$ cat config.mk
export PLATFORM = sky130hd
export DESIGN_NAME = uart_regs_top
export DESIGN_NICKNAME = d
export VERILOG_FILES = /design/src/design/uart_regs_pkg.sv /design/src/design/uart_baud_gen.sv /design/src/design/uart_ctrl_regs.sv /design/src/design/uart_line_event.sv /design/src/design/uart_regs_top.sv /design/src/design/uart_status_readback.sv
export VERILOG_INCLUDE_DIRS = /design/src /design/src/design
export SDC_FILE = /design/constraint.sdc
export NUM_CORES = 1
export LEC_CHECK = 0
export ABC_AREA = 1
export BUFFER_PORTS_ARGS = -buffer_cell sky130_fd_sc_hd__buf_4
export CORE_MARGIN = 5
export CORE_UTILIZATION = 55
export DETAILED_ROUTE_END_ITERATION = 7
export PLACE_DENSITY = 0.81
export SYNTH_ARGS = -nofsm -noshare
export SYNTH_HDL_FRONTEND = slang
export SYNTH_SLANG_ARGS = --single-unit
$ cat constraint.sdc
create_clock -name clk_i -period 2.7 [get_ports clk_i]
set_clock_uncertainty 0.05 [all_clocks]
set_input_delay 0.405 -clock clk_i [delete_from_list [all_inputs] [get_ports clk_i]]
set_output_delay 0.405 -clock clk_i [all_outputs]
set_load 0.01 [all_outputs]
$ cat src/design/uart_regs_config.svh
`ifndef UART_REGS_CONFIG_SVH
`define UART_REGS_CONFIG_SVH

// ----------------------------------------------------------------------
// Register map, DLAB selects the divisor latch at 0 and 1
// ----------------------------------------------------------------------
`define THR_ADR 3'd0
`define RBR_ADR 3'd0
`define DLL_ADR 3'd0
`define IER_ADR 3'd1
`define DLM_ADR 3'd1
`define FCR_ADR 3'd2
`define LCR_ADR 3'd3
`define MCR_ADR 3'd4
`define LSR_ADR 3'd5
`define MSR_ADR 3'd6
`define SCR_ADR 3'd7

// Reset values
`define DL_RESET_VALUE  16'h0044
`define WLS_RESET_VALUE 2'b00
`define STB_RESET_VALUE 1'b0
`define PEN_RESET_VALUE 1'b0
`define EPS_RESET_VALUE 1'b0

// Sticky LSR error bits, oe pe fe bi
`define LINE_EVENTS 4

// Receive FIFO trigger levels
`define RX_TRIG_LVL_1  4'd1
`define RX_TRIG_LVL_4  4'd4
`define RX_TRIG_LVL_8  4'd8
`define RX_TRIG_LVL_14 4'd14

`endif

$ cat src/design/uart_regs_pkg.sv
package uart_regs_pkg;

  // ----------------------------------------------------------------------
  // Host side
  // ----------------------------------------------------------------------
  typedef struct packed {
    logic [2:0] adr;
    logic [7:0] d;
    logic       re;
    logic       we;
  } host_req_t;

  // ----------------------------------------------------------------------
  // Register layouts, MSB first
  // ----------------------------------------------------------------------
  // Upper IER nibble reads zero, so only the low four bits are kept
  typedef struct packed {
    logic edssi;
    logic elsi;
    logic etbei;
    logic erbi;
  } ier_t;

  // Reserved bits 5:4 are not stored
  typedef struct packed {
    logic [1:0] rx_trigger;
    logic       dma_mode;
    logic       tx_rst;
    logic       rx_rst;
    logic       ena;
  } fcr_t;

  typedef struct packed {
    logic       dlab;
    logic       set_break;
    logic       stick_parity;
    logic       eps;
    logic       pen;
    logic       stb;
    logic [1:0] wls;
  } lcr_t;

  typedef struct packed {
    logic rx_fifo_error;
    logic temt;
    logic thre;
    logic bi;
    logic fe;
    logic pe;
    logic oe;
    logic dr;
  } lsr_t;

  // Receive FIFO word, error flags travel with the character
  typedef struct packed {
    logic [7:0] d;
    logic       pe;
    logic       fe;
    logic       bi;
  } rx_d_t;

  // Same order as LSR[4:1]
  typedef struct packed {
    logic bi;
    logic fe;
    logic pe;
    logic oe;
  } line_err_t;

  typedef struct packed {
    logic [7:0] dlm;
    logic [7:0] dll;
  } dl_t;

  // Registered state the readback and irq logic look at
  typedef struct packed {
    ier_t       ier;
    logic       fcr_ena;
    lcr_t       lcr;
    logic [7:0] mcr;
    logic [7:0] scr;
    dl_t        dl;
  } ctrl_view_t;

endpackage

$ cat src/design/uart_baud_gen.sv
`timescale 1ns/1ps

module uart_baud_gen
(
  input  logic               clk_i,
  input  logic               rst_ni,
  input  uart_regs_pkg::dl_t dl_i,
  input  logic               dl_wr_i,
  output logic               baudout_o
);
  logic [15:0] dl_val;
  logic [15:0] cnt;
  logic        dl_wr_q;
  logic        cnt_zero;

  assign dl_val   = dl_i;
  assign cnt_zero = (cnt == 16'h0000);

  // Wait for the new latch value to land before reloading
  always_ff @(posedge clk_i or negedge rst_ni)
  begin
    if (!rst_ni)
      dl_wr_q <= 1'b0;
    else
      dl_wr_q <= dl_wr_i;
  end

  // Down counter with a period of dl cycles
  always_ff @(posedge clk_i or negedge rst_ni)
  begin
    if (!rst_ni)
    begin
      cnt       <= 16'h0000;
      baudout_o <= 1'b0;
    end
    else
    begin
      if (dl_wr_q || cnt_zero)
        cnt <= dl_val - 16'd1;
      else
        cnt <= cnt - 16'd1;
      // Divisor of zero stops the enable
      baudout_o <= cnt_zero & |dl_val;
    end
  end

  // No enable pulse while the divisor latch holds zero
  a_no_baud_without_dl: assert property (@(posedge clk_i) disable iff (!rst_ni)
    baudout_o |-> dl_val != 16'h0000);

endmodule

$ cat src/design/uart_ctrl_regs.sv
`timescale 1ns/1ps
`include "uart_regs_config.svh"

module uart_ctrl_regs
(
  input  logic                      clk_i,
  input  logic                      rst_ni,
  input  uart_regs_pkg::host_req_t  req_i,
  output uart_regs_pkg::ctrl_view_t view_o,
  output logic                      dl_wr_o,
  output logic                      lsr_read_o,
  output logic                      tx_push_o,
  output logic                      rx_pop_o,
  output logic                      tx_fifo_rst_o,
  output logic                      rx_fifo_rst_o,
  output logic [3:0]                rx_trigger_lvl_o
);
  import uart_regs_pkg::*;

  ier_t       ier;
  fcr_t       fcr;
  lcr_t       lcr;
  logic [7:0] mcr;
  logic [7:0] scr;
  dl_t        dl;
  logic       dlab;
  logic       wr_ier;
  logic       wr_dll;
  logic       wr_dlm;

  // ----------------------------------------------------------------------
  // Address decode, DLAB banks 0 and 1
  // ----------------------------------------------------------------------
  assign dlab   = lcr.dlab;
  assign wr_ier = req_i.we && req_i.adr == `IER_ADR && !dlab;
  assign wr_dll = req_i.we && req_i.adr == `DLL_ADR && dlab;
  assign wr_dlm = req_i.we && req_i.adr == `DLM_ADR && dlab;

  // Same-cycle strobes to the FIFOs
  assign tx_push_o  = req_i.we && req_i.adr == `THR_ADR && !dlab;
  assign rx_pop_o   = req_i.re && req_i.adr == `RBR_ADR && !dlab;
  assign lsr_read_o = req_i.re && req_i.adr == `LSR_ADR;
  assign dl_wr_o    = wr_dll || wr_dlm;

  // ----------------------------------------------------------------------
  // Writable registers
  // ----------------------------------------------------------------------
  always_ff @(posedge clk_i or negedge rst_ni)
  begin
    if (!rst_ni)
    begin
      ier <= '0;
      lcr <= {3'b000, `EPS_RESET_VALUE, `PEN_RESET_VALUE, `STB_RESET_VALUE, `WLS_RESET_VALUE};
      mcr <= 8'h00;
      scr <= 8'h00;
      dl  <= `DL_RESET_VALUE;
    end
    else
    begin
      if (wr_ier)
        ier <= ier_t'(req_i.d[3:0]);
      if (wr_dll)
        dl.dll <= req_i.d;
      if (wr_dlm)
        dl.dlm <= req_i.d;
      if (req_i.we && req_i.adr == `LCR_ADR)
        lcr <= lcr_t'(req_i.d);
      // upper nibble always reads zero
      if (req_i.we && req_i.adr == `MCR_ADR)
        mcr <= req_i.d & 8'h0F;
      if (req_i.we && req_i.adr == `SCR_ADR)
        scr <= req_i.d;
    end
  end

  // FCR, reset bits drop after one cycle
  always_ff @(posedge clk_i or negedge rst_ni)
  begin
    if (!rst_ni)
      fcr <= '0;
    else if (req_i.we && req_i.adr == `FCR_ADR)
    begin
      fcr.rx_trigger <= req_i.d[7:6];
      fcr.dma_mode   <= req_i.d[3];
      fcr.tx_rst     <= req_i.d[2];
      fcr.rx_rst     <= req_i.d[1];
      fcr.ena        <= req_i.d[0];
    end
    else
    begin
      fcr.tx_rst <= 1'b0;
      fcr.rx_rst <= 1'b0;
    end
  end

  assign tx_fifo_rst_o = fcr.tx_rst;
  assign rx_fifo_rst_o = fcr.rx_rst;

  // Trigger level, zero with FIFOs off
  always_comb
  begin
    case (fcr.rx_trigger)
      2'd0:    rx_trigger_lvl_o = `RX_TRIG_LVL_1;
      2'd1:    rx_trigger_lvl_o = `RX_TRIG_LVL_4;
      2'd2:    rx_trigger_lvl_o = `RX_TRIG_LVL_8;
      default: rx_trigger_lvl_o = `RX_TRIG_LVL_14;
    endcase
    if (!fcr.ena)
      rx_trigger_lvl_o = 4'd0;
  end

  assign view_o = '{
    ier:     ier,
    fcr_ena: fcr.ena,
    lcr:     lcr,
    mcr:     mcr,
    scr:     scr,
    dl:      dl
  };

  // A THR push must leave the divisor latch untouched
  a_push_keeps_dl: assert property (@(posedge clk_i) disable iff (!rst_ni)
    tx_push_o |=> $stable(dl));

endmodule

$ cat src/design/uart_line_event.sv
`timescale 1ns/1ps

module uart_line_event
(
  input  logic clk_i,
  input  logic rst_ni,
  input  logic event_i,
  input  logic clear_i,
  output logic flag_o
);
  logic event_q;
  logic event_rise;

  // Edge detect on the raw level
  assign event_rise = event_i & ~event_q;

  always_ff @(posedge clk_i or negedge rst_ni)
  begin
    if (!rst_ni)
    begin
      event_q <= 1'b0;
      flag_o  <= 1'b0;
    end
    else
    begin
      event_q <= event_i;
      // New event beats a clear in the same cycle
      flag_o  <= event_rise | (flag_o & ~clear_i);
    end
  end

  // Flag only rises after a 0 to 1 step on the raw input
  a_flag_needs_edge: assert property (@(posedge clk_i) disable iff (!rst_ni)
    $rose(flag_o) |-> $past($rose(event_i)));

endmodule

$ cat src/design/uart_regs_top.sv
`timescale 1ns/1ps
`include "uart_regs_config.svh"

module uart_regs_top
(
  input  logic                     clk_i,
  input  logic                     rst_ni,
  input  uart_regs_pkg::host_req_t req_i,
  output logic [7:0]               q_o,
  output logic                     irq_o,
  output logic                     baudout_o,
  input  logic                     tx_empty_i,
  input  logic                     tx_sr_empty_i,
  output logic                     tx_push_o,
  input  logic                     rx_empty_i,
  output logic                     rx_pop_o,
  input  uart_regs_pkg::rx_d_t     rx_q_i,
  input  logic                     overrun_error_i,
  input  logic                     rx_fifo_error_i,
  input  logic                     rx_trigger_i,
  output logic                     tx_fifo_rst_o,
  output logic                     rx_fifo_rst_o,
  output logic [3:0]               rx_trigger_lvl_o
);
  import uart_regs_pkg::*;

  ctrl_view_t view;
  logic       dl_wr;
  logic       lsr_read;
  // Raw event levels and the sticky flags, both in LSR bit order
  line_err_t  line_evt;
  line_err_t  line_err;

  // ----------------------------------------------------------------------
  // Host registers and strobes
  // ----------------------------------------------------------------------
  uart_ctrl_regs u_ctrl_regs (
    .clk_i            (clk_i),
    .rst_ni           (rst_ni),
    .req_i            (req_i),
    .view_o           (view),
    .dl_wr_o          (dl_wr),
    .lsr_read_o       (lsr_read),
    .tx_push_o        (tx_push_o),
    .rx_pop_o         (rx_pop_o),
    .tx_fifo_rst_o    (tx_fifo_rst_o),
    .rx_fifo_rst_o    (rx_fifo_rst_o),
    .rx_trigger_lvl_o (rx_trigger_lvl_o)
  );

  // ----------------------------------------------------------------------
  // Sticky line errors, one cell per LSR bit
  // ----------------------------------------------------------------------
  assign line_evt = '{bi: rx_q_i.bi, fe: rx_q_i.fe, pe: rx_q_i.pe, oe: overrun_error_i};

  for (genvar i = 0; i < `LINE_EVENTS; i++)
  begin : g_line_event
    uart_line_event u_line_event (
      .clk_i   (clk_i),
      .rst_ni  (rst_ni),
      .event_i (line_evt[i]),
      .clear_i (lsr_read),
      .flag_o  (line_err[i])
    );
  end

  // LSR, interrupt and read data
  uart_status_readback u_status_readback (
    .clk_i           (clk_i),
    .rst_ni          (rst_ni),
    .adr_i           (req_i.adr),
    .view_i          (view),
    .line_err_i      (line_err),
    .rx_q_i          (rx_q_i),
    .tx_empty_i      (tx_empty_i),
    .tx_sr_empty_i   (tx_sr_empty_i),
    .rx_empty_i      (rx_empty_i),
    .rx_fifo_error_i (rx_fifo_error_i),
    .rx_trigger_i    (rx_trigger_i),
    .q_o             (q_o),
    .irq_o           (irq_o)
  );

  // 16x baud enable
  uart_baud_gen u_baud_gen (
    .clk_i     (clk_i),
    .rst_ni    (rst_ni),
    .dl_i      (view.dl),
    .dl_wr_i   (dl_wr),
    .baudout_o (baudout_o)
  );

endmodule

$ cat src/design/uart_status_readback.sv
`timescale 1ns/1ps
`include "uart_regs_config.svh"

module uart_status_readback
(
  input  logic                      clk_i,
  input  logic                      rst_ni,
  input  logic [2:0]                adr_i,
  input  uart_regs_pkg::ctrl_view_t view_i,
  input  uart_regs_pkg::line_err_t  line_err_i,
  input  uart_regs_pkg::rx_d_t      rx_q_i,
  input  logic                      tx_empty_i,
  input  logic                      tx_sr_empty_i,
  input  logic                      rx_empty_i,
  input  logic                      rx_fifo_error_i,
  input  logic                      rx_trigger_i,
  output logic [7:0]                q_o,
  output logic                      irq_o
);
  import uart_regs_pkg::*;

  logic dr_q;
  logic thre_q;
  logic temt_q;
  logic fifo_err_q;
  lsr_t lsr;
  logic rx_data_irq;

  // ----------------------------------------------------------------------
  // Line Status Register
  // ----------------------------------------------------------------------
  // Live bits, one cycle behind their inputs
  always_ff @(posedge clk_i or negedge rst_ni)
  begin
    if (!rst_ni)
    begin
      dr_q       <= 1'b0;
      thre_q     <= 1'b1;
      temt_q     <= 1'b1;
      fifo_err_q <= 1'b0;
    end
    else
    begin
      dr_q       <= ~rx_empty_i;
      thre_q     <= tx_empty_i;
      temt_q     <= tx_empty_i & tx_sr_empty_i;
      // meaningless without FIFOs
      fifo_err_q <= rx_fifo_error_i & view_i.fcr_ena;
    end
  end

  // Sticky error bits come in already registered
  assign lsr = '{
    rx_fifo_error: fifo_err_q,
    temt:          temt_q,
    thre:          thre_q,
    bi:            line_err_i.bi,
    fe:            line_err_i.fe,
    pe:            line_err_i.pe,
    oe:            line_err_i.oe,
    dr:            dr_q
  };

  // ----------------------------------------------------------------------
  // Interrupt
  // ----------------------------------------------------------------------
  // Trigger level in FIFO mode, else any data
  assign rx_data_irq = view_i.fcr_ena ? rx_trigger_i : lsr.dr;

  always_ff @(posedge clk_i or negedge rst_ni)
  begin
    if (!rst_ni)
      irq_o <= 1'b0;
    else
      irq_o <= (view_i.ier.elsi  & |line_err_i) |
               (view_i.ier.etbei & lsr.thre)    |
               (view_i.ier.erbi  & rx_data_irq);
  end

  // ----------------------------------------------------------------------
  // Read data
  // ----------------------------------------------------------------------
  always_ff @(posedge clk_i)
  begin
    case (adr_i)
      `RBR_ADR: q_o <= view_i.lcr.dlab ? view_i.dl.dll : rx_q_i.d;
      `IER_ADR: q_o <= view_i.lcr.dlab ? view_i.dl.dlm : {4'h0, view_i.ier};
      `LCR_ADR: q_o <= view_i.lcr;
      `MCR_ADR: q_o <= view_i.mcr;
      `LSR_ADR: q_o <= lsr;
      `SCR_ADR: q_o <= view_i.scr;
      // No IIR or MSR behind these
      `FCR_ADR,
      `MSR_ADR: q_o <= 8'h00;
      default:  q_o <= 8'h00;
    endcase
  end

endmodule

==> summary.md <==
| Metric | Value |
|---|---|
| Crit. path cell count | `13` |
| # setup viols final | `0` |
| Vias in the first global route | `3231` |
| Slew HR | `38.70%` |
| Avg Vias per Cell | `5.391` |
| Syn_area_per_cell | `8.281 sq um` |
| CP endpoint kind | `flip-flop` |
| DR vias | `3418` |
| Min cycle time layout | `2332 ps` |
| DP HPWL | `6881 microns` |
| Critical path's most frequent cell | `nand2_1` |
| Number of warnings issued by yosys | `0` |
| Critical path origin | `u_baud_gen.cnt[13]` |
| Setup repair after global routing missed its margin | `no` |
| Core Footprint | `0.007137 sq mm` |
| Fin. max-slew vios | `0` |
| FF-to-FF path depth | `13` |
| TritonRoute pass-1 iters | `4` |
| Syn nets | `513` |
| Ports | `50` |
| Nets@finish | `563` |
| Die X | `95.02 microns` |
| Actual slew at the worst max-slew pin | `919.5 ps` |
| Hold Vio Cnt, Final | `0` |
| Tot GR Track Use | `22.70%` |
| CP Data Arrival Time | `2540 ps` |
| Hold Path Class | `in -> reg` |
| Setup_tns | `0 ps` |
| Drt wl/cell | `14.74 microns` |
| ANT nets after route | `0` |
| Post-Syn Area | `0.003975 sq mm` |
| Area growth syn-to-layout | `16.05%` |
| Min Hold Slack | `100.2 ps` |
| RD Place Congestion | `0.8993` |
| Die ar. | `0.009028 sq mm` |
| Routed WL | `9348 microns` |
| CP top delay family | `simple AND/OR/NAND/NOR gates` |
| Critical Path End | `u_baud_gen.cnt[14]` |
| Final Total Pwr | `3.886 mW` |
| Peak Freq | `428.9 MHz` |
| CP max stage cell | `dfrtp_1` |
| CTS Buf Count | `9` |
| Period utilization | `86.36%` |
| Post-CTS sizing | `0` |
| First-pass GRT wire length | `15660 microns` |
| P_leak | `2.334 nW` |
| Cell area after layout | `0.004613 sq mm` |
| Worst skew pair latency | `360 ps` |
| Worst Path Class, Setup | `reg -> reg` |
| Worst reg2reg path endpoint | `u_baud_gen.cnt[14]` |
| Root buffer cell | `clkbuf_8` |
| Dpl cells | `618` |
| Setup ws final | `368.2 ps` |
| Synth unique cells | `40` |
| Fin cells | `634` |
| Synth Instances | `480` |
| DIE HEIGHT | `95.02 microns` |
| Final core occ | `64.64%` |
| Port Buffers | `49` |
| Largest net degree at the start of global routing | `77` |
| Pre-CTS WS | `378.0 ps` |
| Clk buf depth | `2` |
| Post-CTS Setup Inserts | `0` |
| Max-cap violations | `0` |
| Starting DRT DRC Count | `240` |
| VDD IR max | `0.3836 mV` |
| # DRC | `0` |
| R2r setup slk | `370 ps` |
| Crit Path Max Fanout | `20` |
| Hold_buf cts | `0` |
| Ant diodes | `0` |
| Placement Rows | `31` |
| Pwr per Cell Area | `842.4 mW/mm^2` |
| Post-synthesis sequential area ratio | `52.00%` |
| Post-DP Area | `0.004418 sq mm` |
| CTS clk-pin slew, worst paths | `100 ps` |
| WP buf/inv | `0` |
| Critical-path cell list | `nor2_1, nand2_1, nor2_2, nand2_4, nand2_2, nand2_1, nand2_2, ha_1, nand3_2, nor2_2, nand2_1, nand2_1, nand2_1` |
| CTS sink count | `84` |
| Crit-path max cell delay | `400 ps` |
| Launch point of the worst reg-to-reg path | `u_baud_gen.cnt[13]` |
| Initial Util | `55.70%` |
| Total gr overflow | `0` |
| Outcome | `finished, final reports clean` |
| CP Data Required Time | `2910 ps` |
| Synth Register Bits | `84` |
| Layout cell share with drive strength beyond 1 | `17.94%` |
| H-Tree Level Count | `3` |
| CTS tree | `done` |
| CP Launch Type | `flip-flop` |
| Antenna violations before repair | `0` |
registers in the layout (all words and copies together) (netlist names):
name and cells:
u_ctrl_regs.rx_fifo_rst_o 1, u_baud_gen.cnt 16, u_status_readback.fifo_err_q 1, u_ctrl_regs.view_o 28, u_status_readback.temt_q 1, u_ctrl_regs.fcr 2
u_status_readback.irq_o 1, g_line_event.u_line_event.flag_o 4, u_baud_gen.dl_wr_q 1, u_status_readback.thre_q 1, g_line_event.u_line_event.event_q 4, u_ctrl_regs.tx_fifo_rst_o 1
u_ctrl_regs.dlab 1, u_ctrl_regs.mcr 4, u_baud_gen.baudout_o 1, u_ctrl_regs.scr 8, u_status_readback.dr_q 1, u_status_readback.q_o 8
synth_stat cells:
library cell  count  area (sq um)
a21oi_1           5         25.02
a221o_1           1         10.01
a221oi_1          2         17.52
a22oi_1           4         30.03
a41oi_1           1         8.760
buf_1             1         3.750
buf_2             3         15.01
buf_6             2         22.52
clkbuf_1          6         22.52
clkinv_1          1         3.750
dfrtp_1          72          1802
dfstp_2           4         105.1
dfxtp_1           8         160.2
ha_1              1         12.51
inv_1            55         206.5
inv_2             1         3.750
mux2i_1           4         40.04
nand2_1         145         544.3
nand2_2           6         37.54
nand2_4           2         22.52
nand3_1          21         105.1
nand3_2           1         10.01
nand3_4           1         17.52
nand3b_1          5         37.54
nand4_1           4         25.02
nor2_1           33         123.9
nor2_2           11         68.82
nor2_8            1         20.02
nor3_1            3         15.01
nor3_4            1         16.27
nor4_1            4         25.02
o2111ai_1         5         43.79
o211ai_1          2         15.01
o21ai_0          49         245.2
o21ai_1           2         10.01
o21ai_2           1         8.760
o22ai_1           4         25.02
o2bb2ai_1         2         17.52
xnor2_1           1         8.760
xor2_1            5         43.79
report_power, final:
| part | internal [mW] | switching, mW | leakage (nW) | total (mW) |
|---|---|---|---|---|
| Sequential | 1.57 | 0.209 | 1.00 | 1.78 |
| Clock | 0.370 | 0.520 | 0.103 | 0.890 |
| Combinational | 0.454 | 0.765 | 1.23 | 1.22 |
| Total | 2.39 | 1.49 | 2.33 | 3.89 |
metal layers:
layer | vias to the layer above | global-route usage (%) | wire length [microns]
li1 | 1653 | - | -
met1 | 1616 | 31.67 | 4131
met2 | 130 | 35.23 | 4442
met3 | 19 | 3.552 | 553
met4 | 0 | 9.976 | 222
met5 | - | 0 | 0
logic make-up (layout without fill, tap and decap cells):
kind of cell / Yosys count / after routing / synth area share, %
compound gates: 78 / 78 / 11.49
fa+ha+maj: 1 / 1 / 0.3147
mux: 4 / 4 / 1.007
xor+xnor: 6 / 6 / 1.322
flops: 84 / 84 / 52.00
simple gates: 238 / 238 / 26.88
buf+inv: 69 / 124 / 6.987
cell type report:
type / instances / area (sq um)
Sequential cell: 84 / 2067
Clock inverter: 7 / 71.32
Clock buffer: 9 / 123.9
Fill cell: 643 / 2524
Multi-Input combinational cell: 327 / 1630
Timing Repair Buffer: 51 / 382.9
Tap cell: 99 / 123.9
Inverter: 57 / 214.0
worst min-delay path by stage:
stage,slack (ps),depth (start not counted),start,endpoint
after floorplan,60,0,rst_ni,g_line_event[0].u_line_event.event_q
final,100,1,tx_empty_i,u_status_readback.thre_q
after global placement,370,1,g_line_event[1].u_line_event.event_q,g_line_event[1].u_line_event.flag_o
after CTS,80,1,rx_q_i[2],g_line_event[1].u_line_event.event_q
after global routing,80,1,rx_q_i[1],g_line_event[2].u_line_event.event_q
after detailed placement,380,1,g_line_event[3].u_line_event.event_q,g_line_event[3].u_line_event.flag_o
placed cells by master, fill, tap and decap left out, types with 3 or more instances in the layout:
master	netlist	layout
a21oi_1	5	5
a22oi_1	4	4
buf_4	0	51
clkbuf_8	0	9
dfrtp_1	72	72
dfstp_2	4	4
dfxtp_1	8	8
inv_1	55	55
inv_6	0	3
inv_8	0	4
mux2i_1	4	4
nand2_1	145	145
nand2_2	6	6
nand3_1	21	21
nand3b_1	5	5
nand4_1	4	4
nor2_1	33	33
nor2_2	11	11
nor3_1	3	3
nor4_1	4	4
o2111ai_1	5	5
o21ai_0	49	49
o22ai_1	4	4
xor2_1	5	5
No activity file was read; power rests on OpenSTA's default activity.
